--- src/source/matrix_pkg.sv ---
package matrix_pkg;

    // ------------------------------------------------------------
    // Timing and sizing
    // ------------------------------------------------------------
    // Kept short so the UART runs quickly in simulation
    localparam int CLKS_PER_BIT = 16;
    localparam int MAX_DIM      = 5;
    localparam int SLOT_COUNT   = 5;
    localparam int SEED_COUNT   = 3;

    // ------------------------------------------------------------
    // Types
    // ------------------------------------------------------------
    typedef logic [7:0] byte_t;
    typedef logic [7:0] elem_t;

    // Row or column count, legal values are 1 to MAX_DIM
    typedef logic [2:0] dim_t;
    typedef logic [2:0] slot_t;

    // Row-major, element r*n+c sits at bits [8*(r*n+c) +: 8]
    typedef logic [MAX_DIM*MAX_DIM*8-1:0] matrix_t;

    typedef enum logic [1:0] {
        MODE_IDLE,
        MODE_STORE,
        MODE_SHOW
    } mode_e;

    // ------------------------------------------------------------
    // Demo contents loaded into the store at reset
    // ------------------------------------------------------------
    localparam matrix_t SEED_DATA [SLOT_COUNT] = '{
        200'h04_03_02_01,
        200'h08_07_06_05,
        200'h09_08_07_06_05_04_03_02_01,
        200'h0,
        200'h0
    };

    localparam dim_t SEED_M [SLOT_COUNT] = '{3'd2, 3'd2, 3'd3, 3'd0, 3'd0};
    localparam dim_t SEED_N [SLOT_COUNT] = '{3'd2, 3'd2, 3'd3, 3'd0, 3'd0};

endpackage

--- src/source/uart_rx.sv ---
module uart_rx (
    input  logic              clk,
    input  logic              rst_n,
    input  logic              uart_rx,
    output matrix_pkg::byte_t rx_byte,
    output logic              rx_done
);

    typedef enum logic [1:0] {
        RX_IDLE,
        RX_START,
        RX_DATA,
        RX_STOP
    } rx_state_e;

    localparam int CNT_W = $clog2(matrix_pkg::CLKS_PER_BIT);

    rx_state_e         state;
    logic [CNT_W-1:0]  bit_cnt;
    logic [2:0]        bit_idx;
    matrix_pkg::byte_t shift;
    logic              bit_end;

    assign bit_end = (bit_cnt == CNT_W'(matrix_pkg::CLKS_PER_BIT - 1));

    always_ff @(posedge clk or negedge rst_n) begin
        if (!rst_n) begin
            state   <= RX_IDLE;
            bit_cnt <= '0;
            bit_idx <= '0;
            shift   <= '0;
            rx_byte <= '0;
            rx_done <= 1'b0;
        end else begin
            rx_done <= 1'b0;
            case (state)
                RX_IDLE: begin
                    bit_cnt <= '0;
                    if (!uart_rx) begin
                        state <= RX_START;
                    end
                end
                RX_START: begin
                    // Check the start bit again at its middle to reject glitches
                    if (bit_cnt == CNT_W'(matrix_pkg::CLKS_PER_BIT / 2 - 1)) begin
                        bit_cnt <= '0;
                        bit_idx <= '0;
                        state   <= uart_rx ? RX_IDLE : RX_DATA;
                    end else begin
                        bit_cnt <= bit_cnt + 1'b1;
                    end
                end
                RX_DATA: begin
                    if (bit_end) begin
                        bit_cnt <= '0;
                        shift   <= {uart_rx, shift[7:1]};
                        bit_idx <= bit_idx + 1'b1;
                        if (bit_idx == 3'd7) begin
                            state <= RX_STOP;
                        end
                    end else begin
                        bit_cnt <= bit_cnt + 1'b1;
                    end
                end
                RX_STOP: begin
                    if (bit_end) begin
                        state <= RX_IDLE;
                        // A low stop bit is a framing error and the byte is lost
                        if (uart_rx) begin
                            rx_byte <= shift;
                            rx_done <= 1'b1;
                        end
                    end else begin
                        bit_cnt <= bit_cnt + 1'b1;
                    end
                end
                default: state <= RX_IDLE;
            endcase
        end
    end

endmodule

--- src/source/command_decoder.sv ---
module command_decoder (
    input  logic                clk,
    input  logic                rst_n,
    input  logic                btn,
    input  logic [4:0]          mode_sw,
    input  logic                rx_done,
    input  logic                show_busy,
    input  matrix_pkg::byte_t   rx_byte,
    output matrix_pkg::mode_e   mode,
    output logic                store_we,
    output logic                query_go,
    output matrix_pkg::dim_t    store_m,
    output matrix_pkg::dim_t    store_n,
    output matrix_pkg::dim_t    query_m,
    output matrix_pkg::dim_t    query_n,
    output matrix_pkg::matrix_t store_data
);

    typedef enum logic [1:0] {
        DEC_M,
        DEC_N,
        DEC_ELEM
    } dec_state_e;

    dec_state_e        state;
    logic [4:0]        elem_idx;
    logic [4:0]        elem_total;
    logic              accept;
    logic              dim_ok;
    logic              digit_ok;
    matrix_pkg::elem_t digit;

    // Bytes count only in an active mode and while no answer is going out
    assign accept     = rx_done && !show_busy && !btn && (mode != matrix_pkg::MODE_IDLE);
    assign dim_ok     = (rx_byte >= 8'h31) && (rx_byte < 8'h31 + matrix_pkg::MAX_DIM);
    assign digit_ok   = (rx_byte >= 8'h30) && (rx_byte <= 8'h39);
    assign digit      = rx_byte - 8'h30;
    assign elem_total = 5'(store_m) * 5'(store_n);

    always_ff @(posedge clk or negedge rst_n) begin
        if (!rst_n) begin
            mode     <= matrix_pkg::MODE_IDLE;
            state    <= DEC_M;
            elem_idx <= '0;
            store_m  <= '0;
            store_n  <= '0;
            query_m  <= '0;
            query_n  <= '0;
            store_we <= 1'b0;
            query_go <= 1'b0;
        end else begin
            store_we <= 1'b0;
            query_go <= 1'b0;
            if (btn) begin
                // Any press drops a half-received command
                state <= DEC_M;
                if (mode == matrix_pkg::MODE_IDLE) begin
                    case (mode_sw)
                        5'b00001: mode <= matrix_pkg::MODE_STORE;
                        5'b00100: mode <= matrix_pkg::MODE_SHOW;
                        default:  mode <= matrix_pkg::MODE_IDLE;
                    endcase
                end else begin
                    mode <= matrix_pkg::MODE_IDLE;
                end
            end else if (accept) begin
                case (state)
                    DEC_M: begin
                        if (dim_ok) begin
                            store_m <= matrix_pkg::dim_t'(digit);
                            state   <= DEC_N;
                        end
                    end
                    DEC_N: begin
                        if (dim_ok && mode == matrix_pkg::MODE_SHOW) begin
                            query_m  <= store_m;
                            query_n  <= matrix_pkg::dim_t'(digit);
                            query_go <= 1'b1;
                            state    <= DEC_M;
                        end else if (dim_ok) begin
                            store_n  <= matrix_pkg::dim_t'(digit);
                            elem_idx <= '0;
                            state    <= DEC_ELEM;
                        end
                    end
                    DEC_ELEM: begin
                        if (digit_ok && elem_idx == elem_total - 5'd1) begin
                            store_we <= 1'b1;
                            state    <= DEC_M;
                        end else if (digit_ok) begin
                            elem_idx <= elem_idx + 5'd1;
                        end
                    end
                    default: state <= DEC_M;
                endcase
            end
        end
    end

    // Element assembly, cleared when a new matrix begins so unused cells read zero
    always_ff @(posedge clk) begin
        if (accept && state == DEC_M && dim_ok) begin
            store_data <= '0;
        end else if (accept && state == DEC_ELEM && digit_ok) begin
            store_data[8*elem_idx +: 8] <= digit;
        end
    end

endmodule

--- src/source/matrix_store.sv ---
module matrix_store (
    input  logic                clk,
    input  logic                rst_n,
    input  logic                store_we,
    input  matrix_pkg::dim_t    store_m,
    input  matrix_pkg::dim_t    store_n,
    input  matrix_pkg::matrix_t store_data,
    input  matrix_pkg::dim_t    query_m,
    input  matrix_pkg::dim_t    query_n,
    input  matrix_pkg::slot_t   cursor,
    output matrix_pkg::slot_t   match_count,
    output matrix_pkg::matrix_t match_data
);

    matrix_pkg::matrix_t data_mem [matrix_pkg::SLOT_COUNT];
    matrix_pkg::dim_t    m_mem    [matrix_pkg::SLOT_COUNT];
    matrix_pkg::dim_t    n_mem    [matrix_pkg::SLOT_COUNT];
    matrix_pkg::slot_t   fill_count;
    matrix_pkg::slot_t   hit_count;
    matrix_pkg::matrix_t hit_data;

    // ------------------------------------------------------------
    // Slot writes, filled in order and never overwritten
    // ------------------------------------------------------------
    always_ff @(posedge clk or negedge rst_n) begin
        if (!rst_n) begin
            data_mem   <= matrix_pkg::SEED_DATA;
            m_mem      <= matrix_pkg::SEED_M;
            n_mem      <= matrix_pkg::SEED_N;
            fill_count <= matrix_pkg::slot_t'(matrix_pkg::SEED_COUNT);
        end else if (store_we && fill_count < matrix_pkg::SLOT_COUNT) begin
            data_mem[fill_count] <= store_data;
            m_mem[fill_count]    <= store_m;
            n_mem[fill_count]    <= store_n;
            fill_count           <= fill_count + 1'b1;
        end
    end

    // ------------------------------------------------------------
    // Lookup by size
    // ------------------------------------------------------------
    // Counts the slots of the queried size and picks the cursor-th one in slot order
    always_comb begin
        hit_count = '0;
        hit_data  = '0;
        for (int i = 0; i < matrix_pkg::SLOT_COUNT; i++) begin
            if (i < fill_count && m_mem[i] == query_m && n_mem[i] == query_n) begin
                if (hit_count == cursor) begin
                    hit_data = data_mem[i];
                end
                hit_count = hit_count + 1'b1;
            end
        end
    end

    always_ff @(posedge clk or negedge rst_n) begin
        if (!rst_n) begin
            match_count <= '0;
        end else begin
            match_count <= hit_count;
        end
    end

    always_ff @(posedge clk) begin
        match_data <= hit_data;
    end

endmodule

--- src/source/show_sequencer.sv ---
module show_sequencer (
    input  logic              clk,
    input  logic              rst_n,
    input  logic              query_go,
    input  logic              frame_busy,
    input  matrix_pkg::slot_t match_count,
    output matrix_pkg::slot_t cursor,
    output logic              frame_go,
    output logic              show_busy,
    output matrix_pkg::byte_t frame_id
);

    typedef enum logic [1:0] {
        SEQ_IDLE,
        SEQ_PREPARE,
        SEQ_LAUNCH,
        SEQ_WAIT
    } seq_state_e;

    seq_state_e state;

    // Frame ids count from 1 in match order
    assign frame_id = matrix_pkg::byte_t'(cursor) + 8'd1;

    always_ff @(posedge clk or negedge rst_n) begin
        if (!rst_n) begin
            state     <= SEQ_IDLE;
            cursor    <= '0;
            frame_go  <= 1'b0;
            show_busy <= 1'b0;
        end else begin
            frame_go <= 1'b0;
            case (state)
                SEQ_IDLE: begin
                    if (query_go) begin
                        cursor    <= '0;
                        show_busy <= 1'b1;
                        state     <= SEQ_PREPARE;
                    end
                end
                SEQ_PREPARE: begin
                    // match_count reflects the new query from this cycle on
                    if (match_count == '0) begin
                        show_busy <= 1'b0;
                        state     <= SEQ_IDLE;
                    end else begin
                        frame_go <= 1'b1;
                        state    <= SEQ_WAIT;
                    end
                end
                SEQ_LAUNCH: begin
                    frame_go <= 1'b1;
                    state    <= SEQ_WAIT;
                end
                SEQ_WAIT: begin
                    // frame_busy only rises the cycle after frame_go
                    if (!frame_busy && !frame_go) begin
                        cursor <= cursor + 1'b1;
                        if (cursor + 1'b1 == match_count) begin
                            show_busy <= 1'b0;
                            state     <= SEQ_IDLE;
                        end else begin
                            state <= SEQ_LAUNCH;
                        end
                    end
                end
                default: state <= SEQ_IDLE;
            endcase
        end
    end

endmodule

--- src/source/frame_serializer.sv ---
module frame_serializer (
    input  logic                clk,
    input  logic                rst_n,
    input  logic                frame_go,
    input  logic                tx_busy,
    input  matrix_pkg::byte_t   frame_id,
    input  matrix_pkg::dim_t    frame_m,
    input  matrix_pkg::dim_t    frame_n,
    input  matrix_pkg::matrix_t frame_data,
    output logic                frame_busy,
    output logic                tx_go,
    output matrix_pkg::byte_t   tx_byte
);

    matrix_pkg::byte_t   id_q;
    matrix_pkg::dim_t    m_q;
    matrix_pkg::dim_t    n_q;
    matrix_pkg::matrix_t data_q;
    logic [4:0]          idx;
    logic [4:0]          frame_len;
    logic                send;

    // Header of id, m and n, then the elements
    assign frame_len = 5'd3 + 5'(m_q) * 5'(n_q);
    assign send      = frame_busy && !frame_go && !tx_busy && !tx_go && (idx != frame_len);

    always_ff @(posedge clk or negedge rst_n) begin
        if (!rst_n) begin
            id_q       <= '0;
            m_q        <= '0;
            n_q        <= '0;
            idx        <= '0;
            frame_busy <= 1'b0;
            tx_go      <= 1'b0;
            tx_byte    <= '0;
        end else begin
            tx_go <= 1'b0;
            if (frame_go) begin
                id_q       <= frame_id;
                m_q        <= frame_m;
                n_q        <= frame_n;
                idx        <= '0;
                frame_busy <= 1'b1;
            end else if (send) begin
                tx_go <= 1'b1;
                idx   <= idx + 5'd1;
                case (idx)
                    5'd0:    tx_byte <= id_q;
                    5'd1:    tx_byte <= matrix_pkg::byte_t'(m_q);
                    5'd2:    tx_byte <= matrix_pkg::byte_t'(n_q);
                    default: tx_byte <= data_q[7:0];
                endcase
            end else if (frame_busy && !tx_busy && !tx_go) begin
                // Last stop bit has ended
                frame_busy <= 1'b0;
            end
        end
    end

    // Elements leave from the low end, which is row-major order
    always_ff @(posedge clk) begin
        if (frame_go) begin
            data_q <= frame_data;
        end else if (send && idx >= 5'd3) begin
            data_q <= data_q >> 8;
        end
    end

endmodule

--- src/source/uart_tx.sv ---
module uart_tx (
    input  logic              clk,
    input  logic              rst_n,
    input  logic              tx_go,
    input  matrix_pkg::byte_t tx_byte,
    output logic              uart_tx,
    output logic              tx_busy
);

    localparam int CNT_W = $clog2(matrix_pkg::CLKS_PER_BIT);

    logic [CNT_W-1:0] cnt;
    logic [3:0]       bit_idx;
    logic [8:0]       shift;

    always_ff @(posedge clk or negedge rst_n) begin
        if (!rst_n) begin
            uart_tx <= 1'b1;
            tx_busy <= 1'b0;
            cnt     <= '0;
            bit_idx <= '0;
            shift   <= '1;
        end else if (tx_go && !tx_busy) begin
            // Start bit goes out now, data and stop bit wait in the shift register
            uart_tx <= 1'b0;
            shift   <= {1'b1, tx_byte};
            tx_busy <= 1'b1;
            cnt     <= '0;
            bit_idx <= '0;
        end else if (tx_busy) begin
            if (cnt == CNT_W'(matrix_pkg::CLKS_PER_BIT - 1)) begin
                cnt <= '0;
                if (bit_idx == 4'd9) begin
                    tx_busy <= 1'b0;
                end else begin
                    uart_tx <= shift[0];
                    shift   <= {1'b1, shift[8:1]};
                    bit_idx <= bit_idx + 4'd1;
                end
            end else begin
                cnt <= cnt + 1'b1;
            end
        end
    end

endmodule

--- src/source/matrix_show_top.sv ---
module matrix_show_top (
    input  logic       clk,
    input  logic       rst_n,
    input  logic       btn,
    input  logic       uart_rx,
    input  logic [4:0] mode_sw,
    output logic       uart_tx
);

    matrix_pkg::byte_t   rx_byte;
    logic                rx_done;
    logic                store_we;
    logic                query_go;
    matrix_pkg::dim_t    store_m;
    matrix_pkg::dim_t    store_n;
    matrix_pkg::dim_t    query_m;
    matrix_pkg::dim_t    query_n;
    matrix_pkg::matrix_t store_data;
    matrix_pkg::slot_t   cursor;
    matrix_pkg::slot_t   match_count;
    matrix_pkg::matrix_t match_data;
    logic                frame_go;
    logic                frame_busy;
    logic                show_busy;
    matrix_pkg::byte_t   frame_id;
    logic                tx_go;
    logic                tx_busy;
    matrix_pkg::byte_t   tx_byte;

    // ------------------------------------------------------------
    // Decode
    // ------------------------------------------------------------
    uart_rx u_uart_rx (
        .clk     (clk),
        .rst_n   (rst_n),
        .uart_rx (uart_rx),
        .rx_byte (rx_byte),
        .rx_done (rx_done)
    );

    command_decoder u_command_decoder (
        .clk        (clk),
        .rst_n      (rst_n),
        .btn        (btn),
        .mode_sw    (mode_sw),
        .rx_done    (rx_done),
        .show_busy  (show_busy),
        .rx_byte    (rx_byte),
        .mode       (),
        .store_we   (store_we),
        .query_go   (query_go),
        .store_m    (store_m),
        .store_n    (store_n),
        .query_m    (query_m),
        .query_n    (query_n),
        .store_data (store_data)
    );

    // ------------------------------------------------------------
    // Execute
    // ------------------------------------------------------------
    matrix_store u_matrix_store (
        .clk         (clk),
        .rst_n       (rst_n),
        .store_we    (store_we),
        .store_m     (store_m),
        .store_n     (store_n),
        .store_data  (store_data),
        .query_m     (query_m),
        .query_n     (query_n),
        .cursor      (cursor),
        .match_count (match_count),
        .match_data  (match_data)
    );

    show_sequencer u_show_sequencer (
        .clk         (clk),
        .rst_n       (rst_n),
        .query_go    (query_go),
        .frame_busy  (frame_busy),
        .match_count (match_count),
        .cursor      (cursor),
        .frame_go    (frame_go),
        .show_busy   (show_busy),
        .frame_id    (frame_id)
    );

    // ------------------------------------------------------------
    // Result
    // ------------------------------------------------------------
    // Frame size comes straight from the query that selected the matches
    frame_serializer u_frame_serializer (
        .clk        (clk),
        .rst_n      (rst_n),
        .frame_go   (frame_go),
        .tx_busy    (tx_busy),
        .frame_id   (frame_id),
        .frame_m    (query_m),
        .frame_n    (query_n),
        .frame_data (match_data),
        .frame_busy (frame_busy),
        .tx_go      (tx_go),
        .tx_byte    (tx_byte)
    );

    uart_tx u_uart_tx (
        .clk     (clk),
        .rst_n   (rst_n),
        .tx_go   (tx_go),
        .tx_byte (tx_byte),
        .uart_tx (uart_tx),
        .tx_busy (tx_busy)
    );

endmodule

--- config.mk ---
export PLATFORM = sky130hd
export DESIGN_NAME = matrix_show_top
export DESIGN_NICKNAME = d
export VERILOG_FILES = /design/src/source/matrix_pkg.sv /design/src/source/uart_rx.sv /design/src/source/command_decoder.sv /design/src/source/matrix_store.sv /design/src/source/show_sequencer.sv /design/src/source/frame_serializer.sv /design/src/source/uart_tx.sv /design/src/source/matrix_show_top.sv
export SDC_FILE = /design/constraint.sdc
export NUM_CORES = 2
export LEC_CHECK = 0
export BUFFER_PORTS_ARGS = -buffer_cell sky130_fd_sc_hd__buf_2
export CORE_MARGIN = 4
export CORE_UTILIZATION = 63
export CTS_CLUSTER_SIZE = 40
export DETAILED_ROUTE_END_ITERATION = 8
export PLACE_DENSITY = 0.86
export SLEW_MARGIN = 20
export SYNTH_ARGS = -nofsm -noshare
export SYNTH_HDL_FRONTEND = slang
export SYNTH_SLANG_ARGS = --single-unit
--- constraint.sdc ---
create_clock -name clk -period 6.8 [get_ports clk]
set_clock_uncertainty 0.2 [all_clocks]
set_input_delay 1.02 -clock clk [delete_from_list [all_inputs] [get_ports clk]]
set_output_delay 1.02 -clock clk [all_outputs]
set_load 0.02 [all_outputs]
==> metrics <==
Switch Pwr around 4.3 mW; hpwl dp between 100,000 and 150,000 um; Clk pwr share a little under half; crit path cell chain nor2_1 -> or4_1 -> nor2_1 -> ha_1 -> xor2_1 -> nor3_1 -> and3_4 -> or4_2 -> nor2_1 -> a2111oi_0 -> o21ai_0; min-delay worst type primary input to asynchronous set/reset pin; Detailed Routing Iterations Pass 1 7; status finished, final reports clean; Mapped Avg Cell Area approximately 12 um^2; Vias between 50k and 60k; CTS H-tree depth 4; Final setup viols 0; sequential power share approximately half; Final TNS setup 0 ns; # Max-Cap Violations 0; iteration-0 DRC count of the detailed router 6,515; Placer Congestion approximately 0.91; logic gate share of total power 1.2%; die height around 350 um; core area about 110,000 um^2; asr flop ratio synth between 60 and 70%; via/cell ratio 6.73; clock tree buffer depth 3; grt ovf 0; global-route wire length before repair between 300,000 and 400,000 um; RR Startpoint u_matrix_store.fill_count[1]; slowest library cell on the worst path or4_2; Post-Syn Nets between 6k and 7k; Pins Over Slew Limit 0; cell family with most CP delay simple AND/OR/NAND/NOR gates; vias in the first global route around 52k; Internal Power between 15 and 20 mW; most used cell, CP nor2_1; placed insts just over 7k; Main synth FF type dfrtp_1; layout cells sized above 1 about 28%; full die area roughly 120,000 um^2; number of enable flip-flop cells after synthesis 200; P_leak about 34 nW; sequential cell area fraction in the yosys report 59.1%; FF+latch count, synth 1,735; critical path's largest stage delay 0.89 ns; largest area contributor in the netlist dfrtp_1; io pins 10; Initial Util between 60 and 70%; power per cell area ~260 nW/um^2; Power, Total around 20 mW; IO Port Bufs 9; clock slew at reported path FFs 0.06 ns; Clk Latency, worst-skew pair 0.80 ns; crit path max fanout 39; CP arrival 5.63 ns; Slew headroom 18.4%; Tcrit/Tclk final about 76%; post_cts resized 0; dpl cell area between 70,000 and 80,000 um^2; R2R depth 11; initial antenna violation count 7; non-filler cells, final roughly 7.5k; Period minus WS final a little over 5 ns; Register Area about 42,000 um^2; Critical path origin u_matrix_store.fill_count[1]; WS Path Type flip-flop to flip-flop; RSZ-0062 raised after global routing false; Area Growth Syn to Fin 9.96%; FF-to-FF End u_matrix_store.match_data[12]; pin count of the biggest net entering global routing approximately 200; fin area just under 80,000 um^2; Final Hold Viols 0; Synth Instances between 5k and 6k; Max Clock Freq a little under 200 MHz; Setup Fix Bufs, Post-CTS 0; Root Buffer clkbuf_16; Post-synth top cells 1,239 x mux2_2, 1,088 x dfrtp_1, 960 x nand2_1; Die W 346 um; critical path endpoint u_matrix_store.match_data[12]; Worst Max-Slew Pin Slew between 1 and 1.5 ns; Worst path depth 11; routed wire length between 200,000 and 250,000 um; CP required 7.25 ns; Post-Syn Area 71,900 um^2; clock net sink count 1,735; CP bufs+invs 0; cell with the most instances after synthesis mux2_2; Setup crit start kind flip-flop; share of the synthesized area in the top cell type roughly 38%; Synth Warn # 0; hold_buf cts 0; Sw Ratio between 20% and 30%; FILL cells 7,005; GRT Resource Usage Total roughly a third; fin nets between 5k and 6k; Multi-input gate area 27,800 um^2; critical path endpoint category flip-flop; R2R setup slack about 1.6 ns; drt wl/cell 26.9 um; Row Count 123; VDD IR max about 0.22 mV; Area contributors post-synth dfrtp_1 38%, mux2_2 19%, dfxtp_1 11%; # DRC 0; synth unique cells 75; CTS tree done; ANT nets after route 0; Num CTS Buffers approximately 160
-- worst min path at each step --
stage	start	endpoint	slack, ns	cells past startpoint
2_1_floorplan	u_matrix_store.data_mem[0]	u_matrix_store.match_data[0]	0.24	2
3_3_place_gp	u_matrix_store.data_mem[85]	u_matrix_store.match_data[85]	0.24	2
3_5_place_dp	u_matrix_store.data_mem[134]	u_matrix_store.match_data[134]	0.25	2
4_1_cts	rst_n	u_matrix_store.data_mem[699]	0.14	1
5_1_grt	rst_n	u_matrix_store.data_mem[499]	0.17	1
6_report	rst_n	u_matrix_store.data_mem[699]	0.06	1
-- worst reg2reg max path, stage by stage, from the launching register on --
cell and delay, ns:
dfstp_2 0.66, nor2_1 0.13, or4_1 0.50, nor2_1 0.19
ha_1 0.35, xor2_1 0.19, nor3_1 0.43, and3_4 0.73
or4_2 0.91, nor2_1 0.09, a2111oi_0 0.50, o21ai_0 0.19
-- metrics by stage --
stage / hold WS (ns) / setup WS, ns / utilization, %
finish: 0.0625 / 1.62 / 70.0
detailed placement: 0.254 / 1.81 / 65.0
floorplan: 0.238 / 1.09 / -
CTS: 0.139 / 1.73 / 69.9
global route: 0.166 / 1.40 / 70.0
global placement: 0.243 / 1.58 / 65.0
-- registers in the layout (all words and copies together), names as in the netlist, 5 cells and up, named ones only --
register                      count
u_command_decoder.elem_idx        5
u_matrix_store.m_mem             15
u_matrix_store.n_mem             15
u_uart_tx.shift                   8
u_frame_serializer.idx            5
u_matrix_store.match_data       200
u_uart_rx.rx_byte                 8
u_matrix_store.data_mem        1000
u_uart_rx.shift                   8
u_frame_serializer.data_q       200
u_command_decoder.store_data    200
u_frame_serializer.tx_byte        8
-- power groups by stage --
| stage | sequential (mW) | clock (mW) | combinational (mW) |
|---|---|---|---|
| after detailed placement | 10.7 | 0 | 0.236 |
| after floorplan | 10.7 | 0 | 0.0699 |
| after global routing | 10.5 | 9.94 | 0.275 |
| after global placement | 10.7 | 0 | 0.227 |
| final | 10.5 | 9.51 | 0.235 |
| after CTS | 10.5 | 9.52 | 0.238 |
-- metal layers --
metal,vias up,GRT usage (%),share of wire [%]
li1,20800,-,-
met1,25600,42.3,37
met2,3205,52.0,46
met3,836,7.70,11
met4,4,19.5,6.2
met5,-,0.480,0.037
-- cell type report --
cell class | instances | share of cell area, %
clock inverters | 72 | 1.09
well taps | 1500 | 2.37
inverters | 57 | 0.271
diodes | 6 | 0.0190
multi-input cells | 3802 | 35.2
clock buffers | 238 | 6.03
flip-flops and latches | 1735 | 53.7
repair buffers | 93 | 1.33
-- cells in the final DEF (no fill, tap or decap), drive strengths merged, types with 40 or more instances in the layout --
cell type	Yosys	layout
mux2	1239	1239
dfrtp	1088	1088
nand2	961	961
o21ai	604	604
dfxtp	400	400
clkbuf	312	238
edfxtp	200	200
a21oi	181	181
nor2	123	123
a211oi	100	100
nand3	97	97
buf	84	93
a221o	90	90
inv	56	65
clkinv	1	48
dfstp	47	47
ha	45	45
mux2i	40	40
-- logic make-up after synthesis --
logic type / share of synthesized area, %
XOR/XNOR: 0.966
AND/OR/NAND/NOR: 7.93
buffers and inverters: 2.52
adder cells (fa/ha/maj): 0.894
AO/OA/AOI/OAI: 8.68
flip-flops: 59.1
multiplexers: 20.0
Note: power is estimated with default switching activity, not from simulation.
